[src/verilog/hsdPkg.sv]
package hsdPkg;

    //////////////////////////////////////////////////
    // Data path types
    typedef logic [31:0] gpioWord;
    typedef logic [3:0]  regAddr;

    // Event trigger lines 2..7 and the acquisition strobe bus
    typedef logic [5:0] evrTrigs;
    typedef logic [6:0] acqTrigs;

    // One register bus write, strobe qualifies the cycle
    typedef struct packed {
        logic    strobe;
        regAddr  addr;
        gpioWord data;
    } regWrite;

    // Synchronized front panel and relay levels
    typedef struct packed {
        logic resetRecoverySwitch;
        logic displaySwitch;
        logic interlockResetButton;
        logic relayOpen;
        logic relayClosed;
    } panelStatus;

    //////////////////////////////////////////////////
    // Register map
    localparam regAddr addrBuildDate    = 4'd0;
    localparam regAddr addrMicroseconds = 4'd1;
    localparam regAddr addrSeconds      = 4'd2;
    localparam regAddr addrSoftTrigger  = 4'd3;
    localparam regAddr addrUserGpio     = 4'd4;
    localparam regAddr addrInterlock    = 4'd5;

    // Status word bit positions
    localparam int userGpioResetBit   = 31;
    localparam int userGpioDisplayBit = 30;
    localparam int userGpioEvrLsb     = 16;
    localparam int userGpioDipLsb     = 0;
    localparam int interlockClosedBit = 3;
    localparam int interlockOpenBit   = 2;
    localparam int interlockRelayBit  = 1;
    localparam int interlockButtonBit = 0;

    // Cycles the stretched software trigger stays high
    localparam int softTriggerStretch = 8;

endpackage
[src/verilog/hsdControlTop.sv]
module hsdControlTop #(
    parameter int              clkPerMicrosecond     = 100,
    parameter int              microsecondsPerSecond = 1000000,
    parameter hsdPkg::gpioWord buildDate             = 32'h0
) (
    input  logic            sysClk,
    input  logic            rst,
    input  hsdPkg::regWrite regWr,
    input  hsdPkg::regAddr  readAddr,
    input  hsdPkg::evrTrigs evrTriggers,
    input  logic            pmodResetRecovery,
    input  logic            pmodDisplay,
    input  logic            pmodInterlockReset,
    input  logic            pmodRelayOpen,
    input  logic            pmodRelayClosed,
    input  logic            swWest,
    input  logic            swEast,
    input  logic            swNorth,
    input  logic [7:0]      dipSwitch,
    output hsdPkg::gpioWord readData,
    output hsdPkg::acqTrigs acqStrobes,
    output logic            relayControl,
    output logic [7:0]      leds
);

    hsdPkg::gpioWord    microseconds;
    hsdPkg::gpioWord    seconds;
    hsdPkg::panelStatus status;
    logic               softTriggerStrobe;
    logic               relayWrite;
    logic               relayValue;

    //////////////////////////////////////////////////
    // Register bus
    gpioRegisters #(
        .buildDate(buildDate)
    ) gpioRegisters0 (
        .sysClk(sysClk),
        .rst(rst),
        .regWr(regWr),
        .readAddr(readAddr),
        .microseconds(microseconds),
        .seconds(seconds),
        .evrTriggers(evrTriggers),
        .dipSwitch(dipSwitch),
        .status(status),
        .relayControl(relayControl),
        .readData(readData),
        .softTriggerStrobe(softTriggerStrobe),
        .relayWrite(relayWrite),
        .relayValue(relayValue)
    );

    // Time since boot
    bootTimer #(
        .clkPerMicrosecond(clkPerMicrosecond),
        .microsecondsPerSecond(microsecondsPerSecond)
    ) bootTimer0 (
        .sysClk(sysClk),
        .rst(rst),
        .microseconds(microseconds),
        .seconds(seconds)
    );

    //////////////////////////////////////////////////
    // Triggers and front panel
    triggerStrobes triggerStrobes0 (
        .sysClk(sysClk),
        .rst(rst),
        .softTriggerStrobe(softTriggerStrobe),
        .evrTriggers(evrTriggers),
        .acqStrobes(acqStrobes)
    );

    panelInterlock panelInterlock0 (
        .sysClk(sysClk),
        .rst(rst),
        .pmodResetRecovery(pmodResetRecovery),
        .pmodDisplay(pmodDisplay),
        .pmodInterlockReset(pmodInterlockReset),
        .pmodRelayOpen(pmodRelayOpen),
        .pmodRelayClosed(pmodRelayClosed),
        .swWest(swWest),
        .swEast(swEast),
        .swNorth(swNorth),
        .relayWrite(relayWrite),
        .relayValue(relayValue),
        .status(status),
        .relayControl(relayControl),
        .leds(leds)
    );

endmodule

[src/verilog/panelInterlock.sv]
module panelInterlock (
    input  logic               sysClk,
    input  logic               rst,
    input  logic               pmodResetRecovery,
    input  logic               pmodDisplay,
    input  logic               pmodInterlockReset,
    input  logic               pmodRelayOpen,
    input  logic               pmodRelayClosed,
    input  logic               swWest,
    input  logic               swEast,
    input  logic               swNorth,
    input  logic               relayWrite,
    input  logic               relayValue,
    output hsdPkg::panelStatus status,
    output logic               relayControl,
    output logic [7:0]         leds
);

    hsdPkg::panelStatus rawStatus;
    hsdPkg::panelStatus statusMeta;

    //////////////////////////////////////////////////
    // Front panel lines are active low
    // On-board buttons stand in when the panel is absent
    always_comb begin
        rawStatus.resetRecoverySwitch  = !pmodResetRecovery || swWest;
        rawStatus.displaySwitch        = !pmodDisplay || swEast;
        rawStatus.interlockResetButton = !pmodInterlockReset || swNorth;
        rawStatus.relayOpen            = !pmodRelayOpen;
        rawStatus.relayClosed          = !pmodRelayClosed;
    end

    // Two stage synchronizer
    always_ff @(posedge sysClk) begin
        if (rst) begin
            statusMeta <= '0;
            status     <= '0;
        end else begin
            statusMeta <= rawStatus;
            status     <= statusMeta;
        end
    end

    //////////////////////////////////////////////////
    // Interlock relay control register
    always_ff @(posedge sysClk) begin
        if (rst) begin
            relayControl <= 1'b0;
        end else if (relayWrite) begin
            relayControl <= relayValue;
        end
    end

    assign leds = {status.interlockResetButton, status.relayOpen,
                   status.relayClosed, relayControl, 4'b0};

endmodule

[src/verilog/triggerStrobes.sv]
module triggerStrobes (
    input  logic            sysClk,
    input  logic            rst,
    input  logic            softTriggerStrobe,
    input  hsdPkg::evrTrigs evrTriggers,
    output hsdPkg::acqTrigs acqStrobes
);

    localparam int stretchWidth = $clog2(hsdPkg::softTriggerStretch + 1);

    logic [stretchWidth-1:0] stretchCount;
    logic                    softTriggerLevel;
    hsdPkg::acqTrigs         combined;
    hsdPkg::acqTrigs         syncMeta;
    hsdPkg::acqTrigs         syncOut;
    hsdPkg::acqTrigs         delayed;
    hsdPkg::acqTrigs         lastDelayed;

    //////////////////////////////////////////////////
    // Software trigger stretcher
    // A write while already high just reloads
    always_ff @(posedge sysClk) begin
        if (rst) begin
            stretchCount <= '0;
        end else if (softTriggerStrobe) begin
            stretchCount <= stretchWidth'(hsdPkg::softTriggerStretch);
        end else if (softTriggerLevel) begin
            stretchCount <= stretchCount - 1'b1;
        end
    end

    assign softTriggerLevel = (stretchCount != '0);

    // Bit 0 is software, bits 6..1 are event lines 2..7
    assign combined = {evrTriggers, softTriggerLevel};

    //////////////////////////////////////////////////
    // Synchronizer, delay and rising edge detect
    always_ff @(posedge sysClk) begin
        if (rst) begin
            syncMeta    <= '0;
            syncOut     <= '0;
            delayed     <= '0;
            lastDelayed <= '0;
            acqStrobes  <= '0;
        end else begin
            syncMeta    <= combined;
            syncOut     <= syncMeta;
            delayed     <= syncOut;
            lastDelayed <= delayed;
            acqStrobes  <= delayed & ~lastDelayed;
        end
    end

endmodule

[src/verilog/bootTimer.sv]
module bootTimer #(
    parameter int clkPerMicrosecond     = 100,
    parameter int microsecondsPerSecond = 1000000
) (
    input  logic            sysClk,
    input  logic            rst,
    output hsdPkg::gpioWord microseconds,
    output hsdPkg::gpioWord seconds
);

    localparam int prescaleWidth = $clog2(clkPerMicrosecond + 1);
    localparam int dividerWidth  = $clog2(microsecondsPerSecond + 1);

    logic [prescaleWidth-1:0] prescaler;
    logic [dividerWidth-1:0]  secondDivider;
    logic                     microTick;
    logic                     secondTick;

    // One cycle tick per microsecond
    assign microTick  = (prescaler == prescaleWidth'(clkPerMicrosecond - 1));
    assign secondTick = microTick &&
                        (secondDivider == dividerWidth'(microsecondsPerSecond - 1));

    always_ff @(posedge sysClk) begin
        if (rst) begin
            prescaler     <= '0;
            secondDivider <= '0;
            microseconds  <= '0;
            seconds       <= '0;
        end else begin
            if (microTick) begin
                prescaler    <= '0;
                microseconds <= microseconds + 1'b1;
            end else begin
                prescaler <= prescaler + 1'b1;
            end
            // Second divider advances on microsecond ticks only
            if (secondTick) begin
                secondDivider <= '0;
                seconds       <= seconds + 1'b1;
            end else if (microTick) begin
                secondDivider <= secondDivider + 1'b1;
            end
        end
    end

endmodule

[src/verilog/gpioRegisters.sv]
module gpioRegisters #(
    parameter hsdPkg::gpioWord buildDate = 32'h0
) (
    input  logic               sysClk,
    input  logic               rst,
    input  hsdPkg::regWrite    regWr,
    input  hsdPkg::regAddr     readAddr,
    input  hsdPkg::gpioWord    microseconds,
    input  hsdPkg::gpioWord    seconds,
    input  hsdPkg::evrTrigs    evrTriggers,
    input  logic [7:0]         dipSwitch,
    input  hsdPkg::panelStatus status,
    input  logic               relayControl,
    output hsdPkg::gpioWord    readData,
    output logic               softTriggerStrobe,
    output logic               relayWrite,
    output logic               relayValue
);

    hsdPkg::gpioWord userGpioWord;
    hsdPkg::gpioWord interlockWord;

    //////////////////////////////////////////////////
    // Write decode
    // Strobes are combinational so the target
    // register updates on the next edge
    always_comb begin
        softTriggerStrobe = regWr.strobe && (regWr.addr == hsdPkg::addrSoftTrigger);
        relayWrite        = regWr.strobe && (regWr.addr == hsdPkg::addrInterlock);
    end

    assign relayValue = regWr.data[0];

    //////////////////////////////////////////////////
    // Status words
    always_comb begin
        userGpioWord = '0;
        userGpioWord[hsdPkg::userGpioResetBit]   = status.resetRecoverySwitch;
        userGpioWord[hsdPkg::userGpioDisplayBit] = status.displaySwitch;
        userGpioWord[hsdPkg::userGpioEvrLsb +: $bits(hsdPkg::evrTrigs)] = evrTriggers;
        // Board serial number switch
        userGpioWord[hsdPkg::userGpioDipLsb +: 8] = dipSwitch;
    end

    always_comb begin
        interlockWord = '0;
        interlockWord[hsdPkg::interlockClosedBit] = status.relayClosed;
        interlockWord[hsdPkg::interlockOpenBit]   = status.relayOpen;
        interlockWord[hsdPkg::interlockRelayBit]  = relayControl;
        interlockWord[hsdPkg::interlockButtonBit] = status.interlockResetButton;
    end

    //////////////////////////////////////////////////
    // Registered readback
    // Unmapped addresses read as zero
    always_ff @(posedge sysClk) begin
        if (rst) begin
            readData <= '0;
        end else begin
            case (readAddr)
                hsdPkg::addrBuildDate: begin
                    readData <= buildDate;
                end
                hsdPkg::addrMicroseconds: begin
                    readData <= microseconds;
                end
                hsdPkg::addrSeconds: begin
                    readData <= seconds;
                end
                hsdPkg::addrUserGpio: begin
                    readData <= userGpioWord;
                end
                hsdPkg::addrInterlock: begin
                    readData <= interlockWord;
                end
                default: begin
                    readData <= '0;
                end
            endcase
        end
    end

endmodule

[config.mk]
export PLATFORM = sky130hd
export DESIGN_NAME = hsdControlTop
export DESIGN_NICKNAME = d
export VERILOG_FILES = /design/src/verilog/hsdPkg.sv /design/src/verilog/hsdControlTop.sv /design/src/verilog/panelInterlock.sv /design/src/verilog/triggerStrobes.sv /design/src/verilog/bootTimer.sv /design/src/verilog/gpioRegisters.sv
export SDC_FILE = /design/constraint.sdc
export NUM_CORES = 1
export LEC_CHECK = 0
export BUFFER_PORTS_ARGS = -buffer_cell sky130_fd_sc_hd__buf_4
export CAP_MARGIN = 20
export CORE_AREA = 4 4 155 157
export CTS_CLUSTER_SIZE = 30
export DETAILED_ROUTE_END_ITERATION = 7
export DIE_AREA = 0 0 159 161
export MAX_ROUTING_LAYER = met4
export PLACE_DENSITY_LB_ADDON = 0.3
export SYNTH_ARGS = -nofsm -noshare
export SYNTH_HDL_FRONTEND = slang
export SYNTH_SLANG_ARGS = --single-unit
[constraint.sdc]
create_clock -name sysClk -period 4.1 [get_ports sysClk]
set_input_delay 0.82 -clock sysClk [delete_from_list [all_inputs] [get_ports sysClk]]
set_output_delay 0.82 -clock sysClk [all_outputs]
set_load 0.005 [all_outputs]
# Word-level counts from Yosys, hierarchy flattened
# Index checks and enable logic that the tools add are counted.
# W data, S select, Z words.
[word_totals] register_bits=173 in_bits=65 out_inout_bits=48
[op_classes] n_addsub=5 reduce_logical=16 muxes=3 bitwise=2 n_eq_ne=8
[op_table] operator="$pmux W32 S4" count=1
[op_table] operator="$add A32 B1 Y32 const B" count=2
[op_table] operator="$add A20 B1 Y20 const B" count=1
[op_table] operator="$eq A20 B20 Y1 const B" count=1
[op_table] operator="$eq A4 B3 Y1 const B" count=3
[op_table] operator="$eq A4 B2 Y1 const B" count=2
[op_table] operator="$mux W4" count=2
[op_table] operator="$add A7 B1 Y7 const B" count=1
[op_table] operator="$and A7 B7 Y7" count=1
[op_table] operator="$eq A7 B7 Y1 const B" count=1
[op_table] operator="$not A7 Y7" count=1
[op_table] operator="$reduce_or A2 Y1" count=3
[op_table] operator="$logic_not A1 Y1" count=5
[op_table] operator="$eq A4 B1 Y1 const B" count=1
[op_table] operator="$reduce_bool A4 Y1" count=1
[op_table] operator="$sub A4 B1 Y4 const B" count=1
[op_table] operator="$logic_and A1 B1 Y1" count=3
[op_table] operator="$logic_or A1 B1 Y1" count=3
[op_table] operator="$reduce_bool A2 Y1" count=1

# Depth between registers and ports, before layout
[depth] ltp_word=3 mapped_depth=8

# By module
# A second synthesis with hierarchy kept.
[hier_totals] cells_unflattened=803 area_unflattened_um2=7378.3
[modules_own_cells] module="bootTimer" seq_area_each_um2=1821.7 instances=1 area_per_inst_um2=4255.3 cells_each=502
[modules_own_cells] module="gpioRegisters" seq_area_each_um2=640.6 instances=1 area_per_inst_um2=1581.5 cells_each=172
[modules_own_cells] module="triggerStrobes" seq_area_each_um2=780.7 instances=1 area_per_inst_um2=1143.6 cells_each=93
[modules_own_cells] module="panelInterlock" seq_area_each_um2=220.2 instances=1 area_per_inst_um2=397.9 cells_each=36

# Least setup slack after synthesis
# OpenSTA, ideal clock, no wires.
[synth_timing] path_kind="reg2reg" startpoint="register bootTimer0.prescaler[0]" endpoint="register bootTimer0.seconds[30]" setup_ns=0.070 path_buffers=1 stages_incl_launch_ff=8 slack_ns=1.870 t_arrival_ns=2.160 t_required_ns=4.030 cell_sequence="dfxtp_1 > ha_1 > and4bb_1 > nand4_1 > or4_1 > buf_2 > or4_1 > a21oi_1"
[synth_via] elab_chain_len=2
[synth_lines] element="from (decl)" line_no="bootTimer.sv:14" source="logic [prescaleWidth-1:0] prescaler;"
[synth_lines] element="from (signal assigned)" line_no="bootTimer.sv:35" source="prescaler <= prescaler + 1'b1;"
[synth_lines] element="$eq A7 B7 Y1" line_no="bootTimer.sv:20" source="assign microTick = (prescaler == prescaleWidth'(clkPerMicrosecond - 1));"
[synth_lines] element="$logic_and A1 B1 Y1" line_no="bootTimer.sv:21" source="assign secondTick = microTick &&"
[synth_lines] element="to (signal assigned)" line_no="bootTimer.sv:40" source="seconds <= seconds + 1'b1;"
[synth_lines] element="to (decl)" line_no="bootTimer.sv:8" source="output hsdPkg::gpioWord seconds"
# No other way between the ends.
# A chain may end at the register's enable or synchronous reset.

# Final worst setup path
[layout_timing] startpoint="register bootTimer0.secondDivider[8]" endpoint="register bootTimer0.seconds[27]"
[layout_via] elab_chain_len=2
[layout_lines] element="from (decl)" line_no="bootTimer.sv:15" source="logic [dividerWidth-1:0] secondDivider;"
[layout_lines] element="from (signal assigned)" line_no="bootTimer.sv:42" source="secondDivider <= secondDivider + 1'b1;"
[layout_lines] element="$eq A20 B20 Y1" line_no="bootTimer.sv:22" source="(secondDivider == dividerWidth'(microsecondsPerSecond - 1));"
[layout_lines] element="$logic_and A1 B1 Y1" line_no="bootTimer.sv:21"
# No other way between the ends.

==> insert_results.sql <==
INSERT INTO impl_metrics (metric_group, metric, value, unit) VALUES
('floorplanning', 'fp.dieH', '161', 'um'),
('pwr', 'pwr-share-clk', '47.0', '%'),
('place', 'place.detailed.hpwl', '11200', 'um'),
('floorplanning', 'initial_utilization', '30.9', '%'),
('pwr', 'seq_power_share', '47.8', '%'),
('cells_and_area', 'nets', '883', ''),
('timing', 'max_freq', '369', 'MHz'),
('yosys', 'ys_warn_count', '0', ''),
('hold_path', 'min-delay-path-class', 'reg -> reg', ''),
('timing', 'timing.max_slew.rel_slack', '41.3', '%'),
('critical_path', 'r2r_setup_slack', '1390', 'ps'),
('critical_path', 'path_cells', 'nor4b_4 -> nand4_2 -> or3_1 -> or4_1 -> a21oi_1', ''),
('yosys', 'synthesized_netlist_cell_count', '756', ''),
('timing', 'finalCriticalPeriod', '2710', 'ps'),
('critical_path', 'critical_path_cell_count', '5', ''),
('pwr', 'netSwitchingFraction', '22.8', '%'),
('critical_path', 'regToRegEndpoint', 'bootTimer0.seconds[27]', ''),
('floorplanning', 'floorplan.core_area', '22500', 'um2'),
('critical_path', 'crit_slowest_cell', 'sky130_fd_sc_hd__or3_1', ''),
('cts', 'cts_tree', 'built', ''),
('timing', 'tightest_slew', '878', 'ps'),
('cts', 'clk_path_buf_depth', '2', ''),
('grt', 'initial_antenna_violation_count', '0', ''),
('critical_path', 'crit_required', '4450', 'ps'),
('cells_and_area', 'layout_cell_area_excl_fill', '8360', 'um2'),
('detailed_routing', 'post_dr_wirelength_cell', '14.7', 'um'),
('grt', 'grt_max_degree', '61', ''),
('detailed_routing', 'detailedRoute.firstIterationViolations', '299', ''),
('timing', 'timing.final.setup_violations', '0', ''),
('hold_path', 'worstHoldPathCells', '1', ''),
('yosys', 'synth_area_leaders', 'sky130_fd_sc_hd__dfxtp_1 (50%), sky130_fd_sc_hd__xnor2_1 (7.1%), sky130_fd_sc_hd__nor2_1 (5.9%)', ''),
('cts', 'clkLatencyLatePin', '430', 'ps'),
('pwr', 'power.internal', '2.82', 'mW'),
('detailed_routing', 'ant_nets', '0', ''),
('critical_path', 'buffering_stage_count_on_the_worst_path_with_inverters_included', '0', ''),
('yosys', 'ys_async_sr_fraction', '0', '%'),
('cts', 'cts-buffers-inserted', '17', ''),
('critical_path', 'worstRegToRegCells', '5', ''),
('critical_path', 'critical-path-top-delay-family', 'simple AND/OR/NAND/NOR gates', ''),
('place', 'placedCellCount', '1078', ''),
('critical_path', 'arrival', '3070', 'ps'),
('pwr', 'cellPowerDensity', '436', 'nW/um2'),
('critical_path', 'endpoint_kind', 'register', ''),
('cts', 'worst_setup_hold_path_clk_slew', '70', 'ps'),
('timing', 'setup_repair_after_global_routing_missed_its_margin', 'no', ''),
('place', 'io_buffer_count', '77', ''),
('place', 'finalWeightedCongestion', '0.831', ''),
('critical_path', 'r2r-start', 'bootTimer0.secondDivider[8]', ''),
('detailed_routing', 'remaining_drc_errors', '0', ''),
('cts', 'clock_tree.root_cell', 'sky130_fd_sc_hd__clkbuf_16', ''),
('yosys', 'leading_area_contributor_after_synthesis', 'sky130_fd_sc_hd__dfxtp_1', ''),
('critical_path', 'crit_fanout', '21', ''),
('critical_path', 'timing.setup.critical_path_class', 'reg -> reg', ''),
('cells_and_area', 'most_common_cell_after_layout_fill_and_taps_aside', 'sky130_fd_sc_hd__dfxtp_1', ''),
('detailed_routing', 'num_vias', '5434', ''),
('cts', 'cts_post_setup_buffers_inserted', '0', ''),
('pwr', 'switching_power', '0.831', 'mW'),
('yosys', 'synth-seq-area-share', '49.8', '%'),
('pwr', 'total_power', '3.65', 'mW'),
('yosys', 'ys_ff_latch', '173', ''),
('cells_and_area', 'final_cell_mix', 'sky130_fd_sc_hd__dfxtp_1 (173), sky130_fd_sc_hd__nor2_1 (109), sky130_fd_sc_hd__buf_4 (84)', ''),
('yosys', 'syn_area_per_cell', '9.20', 'um2'),
('pwr', 'vdd_drop_max', '0.205', 'mV'),
('timing', 'slew_violations', '0', ''),
('timing', 'timing.final.hold_violations', '0', ''),
('cts', 'htree_num_levels', '4', ''),
('cts', 'clkSinkCount', '173', ''),
('outcome', 'status', 'finished, final reports clean', ''),
('grt', 'global_route_wire_length_before_repair', '26700', 'um'),
('pwr', 'pwr-share-comb', '5.3', '%'),
('cells_and_area', 'area_growth_syn_to_layout', '20.1', '%');
power groups by stage:
stage | clock network (mW) | logic, mW | registers (mW)
floorplan | 0 | 0.135 | 1.78
global placement | 0 | 0.191 | 1.78
detailed placement | 0 | 0.195 | 1.78
CTS | 1.76 | 0.195 | 1.74
global route | 1.84 | 0.219 | 1.75
finish | 1.71 | 0.192 | 1.74
registers in the layout, summed over array words and instances (netlist names):
register / cells
triggerStrobes0.delayed: 7
triggerStrobes0.syncMeta: 7
bootTimer0.seconds: 32
panelInterlock0.leds: 3
panelInterlock0.relayControl: 1
bootTimer0.prescaler: 7
triggerStrobes0.lastDelayed: 7
triggerStrobes0.stretchCount: 4
triggerStrobes0.syncOut: 7
gpioRegisters0.readData: 32
bootTimer0.secondDivider: 20
triggerStrobes0.acqStrobes: 7
panelInterlock0.statusMeta: 5
panelInterlock0.status: 2
bootTimer0.microseconds: 32
per-stage QoR:
stage               hold slack [ps]  setup WS (ps)  utilization, %
global route                    399           1190            37.1
floorplan                       367           1870               -
finish                          379           1390            37.1
global placement                371           1420            34.4
detailed placement              372           1410            34.4
CTS                             378           1390            37.1
worst max path at each step:
stage | start | end
after floorplan | bootTimer0.prescaler[0] | bootTimer0.seconds[30]
after global placement | bootTimer0.seconds[10] | bootTimer0.seconds[30]
after detailed placement | bootTimer0.prescaler[0] | bootTimer0.seconds[27]
after CTS | bootTimer0.seconds[10] | bootTimer0.seconds[30]
after global routing | bootTimer0.prescaler[0] | bootTimer0.microseconds[18]
final | bootTimer0.secondDivider[8] | bootTimer0.seconds[27]
area by class of cell:
cell class,instances,area [um2]
Inverter,13,48.8
Clock buffer,19,453
Fill cell,2269,14100
Tap cell,285,357
Clock inverter,13,174
Multi-Input combinational cell,523,3230
Timing Repair Buffer,84,631
Sequential cell,173,3460
cells in the mapped netlist (8+ instances only):
cell                       number
sky130_fd_sc_hd__a21oi_1       31
sky130_fd_sc_hd__a222oi_1      16
sky130_fd_sc_hd__a22oi_1       17
sky130_fd_sc_hd__and3_1        12
sky130_fd_sc_hd__and4_1        14
sky130_fd_sc_hd__buf_4          9
sky130_fd_sc_hd__clkbuf_1      34
sky130_fd_sc_hd__dfxtp_1      173
sky130_fd_sc_hd__inv_1         13
sky130_fd_sc_hd__nand2_1       38
sky130_fd_sc_hd__nand3_1       26
sky130_fd_sc_hd__nand4_1       23
sky130_fd_sc_hd__nor2_1       110
sky130_fd_sc_hd__nor2b_1       41
sky130_fd_sc_hd__nor3_1        19
sky130_fd_sc_hd__nor4_1        27
sky130_fd_sc_hd__o21ai_0       10
sky130_fd_sc_hd__o31ai_1        8
sky130_fd_sc_hd__or3_1         12
sky130_fd_sc_hd__or4_1         11
sky130_fd_sc_hd__xnor2_1       56
sky130_fd_sc_hd__xor2_1        11
layer usage:
layer  global-route usage (%)  wire length, um  share of wire [%]
met3                     3.27              679                4.2
met1                     16.2             7490                 46
met2                     21.2             7830                 48
met4                     4.54              314                1.9
met5                        -                0                  0
logic make-up (layout without fill, tap and decap cells):
kind of cell / after synthesis / after routing / share of synthesized area, %
AND/OR/NAND/NOR: 356 / 356 / 27.6
multiplexers: 2 / 2 / 0.306
flip-flops: 173 / 173 / 49.8
adder cells (fa/ha/maj): 6 / 6 / 1.08
XOR/XNOR: 67 / 67 / 8.44
AO/OA/AOI/OAI: 88 / 88 / 8.72
buffers and inverters: 63 / 129 / 4.05
other: 1 / 4 / 0.0539
Note: power is estimated with default switching activity, not from simulation.
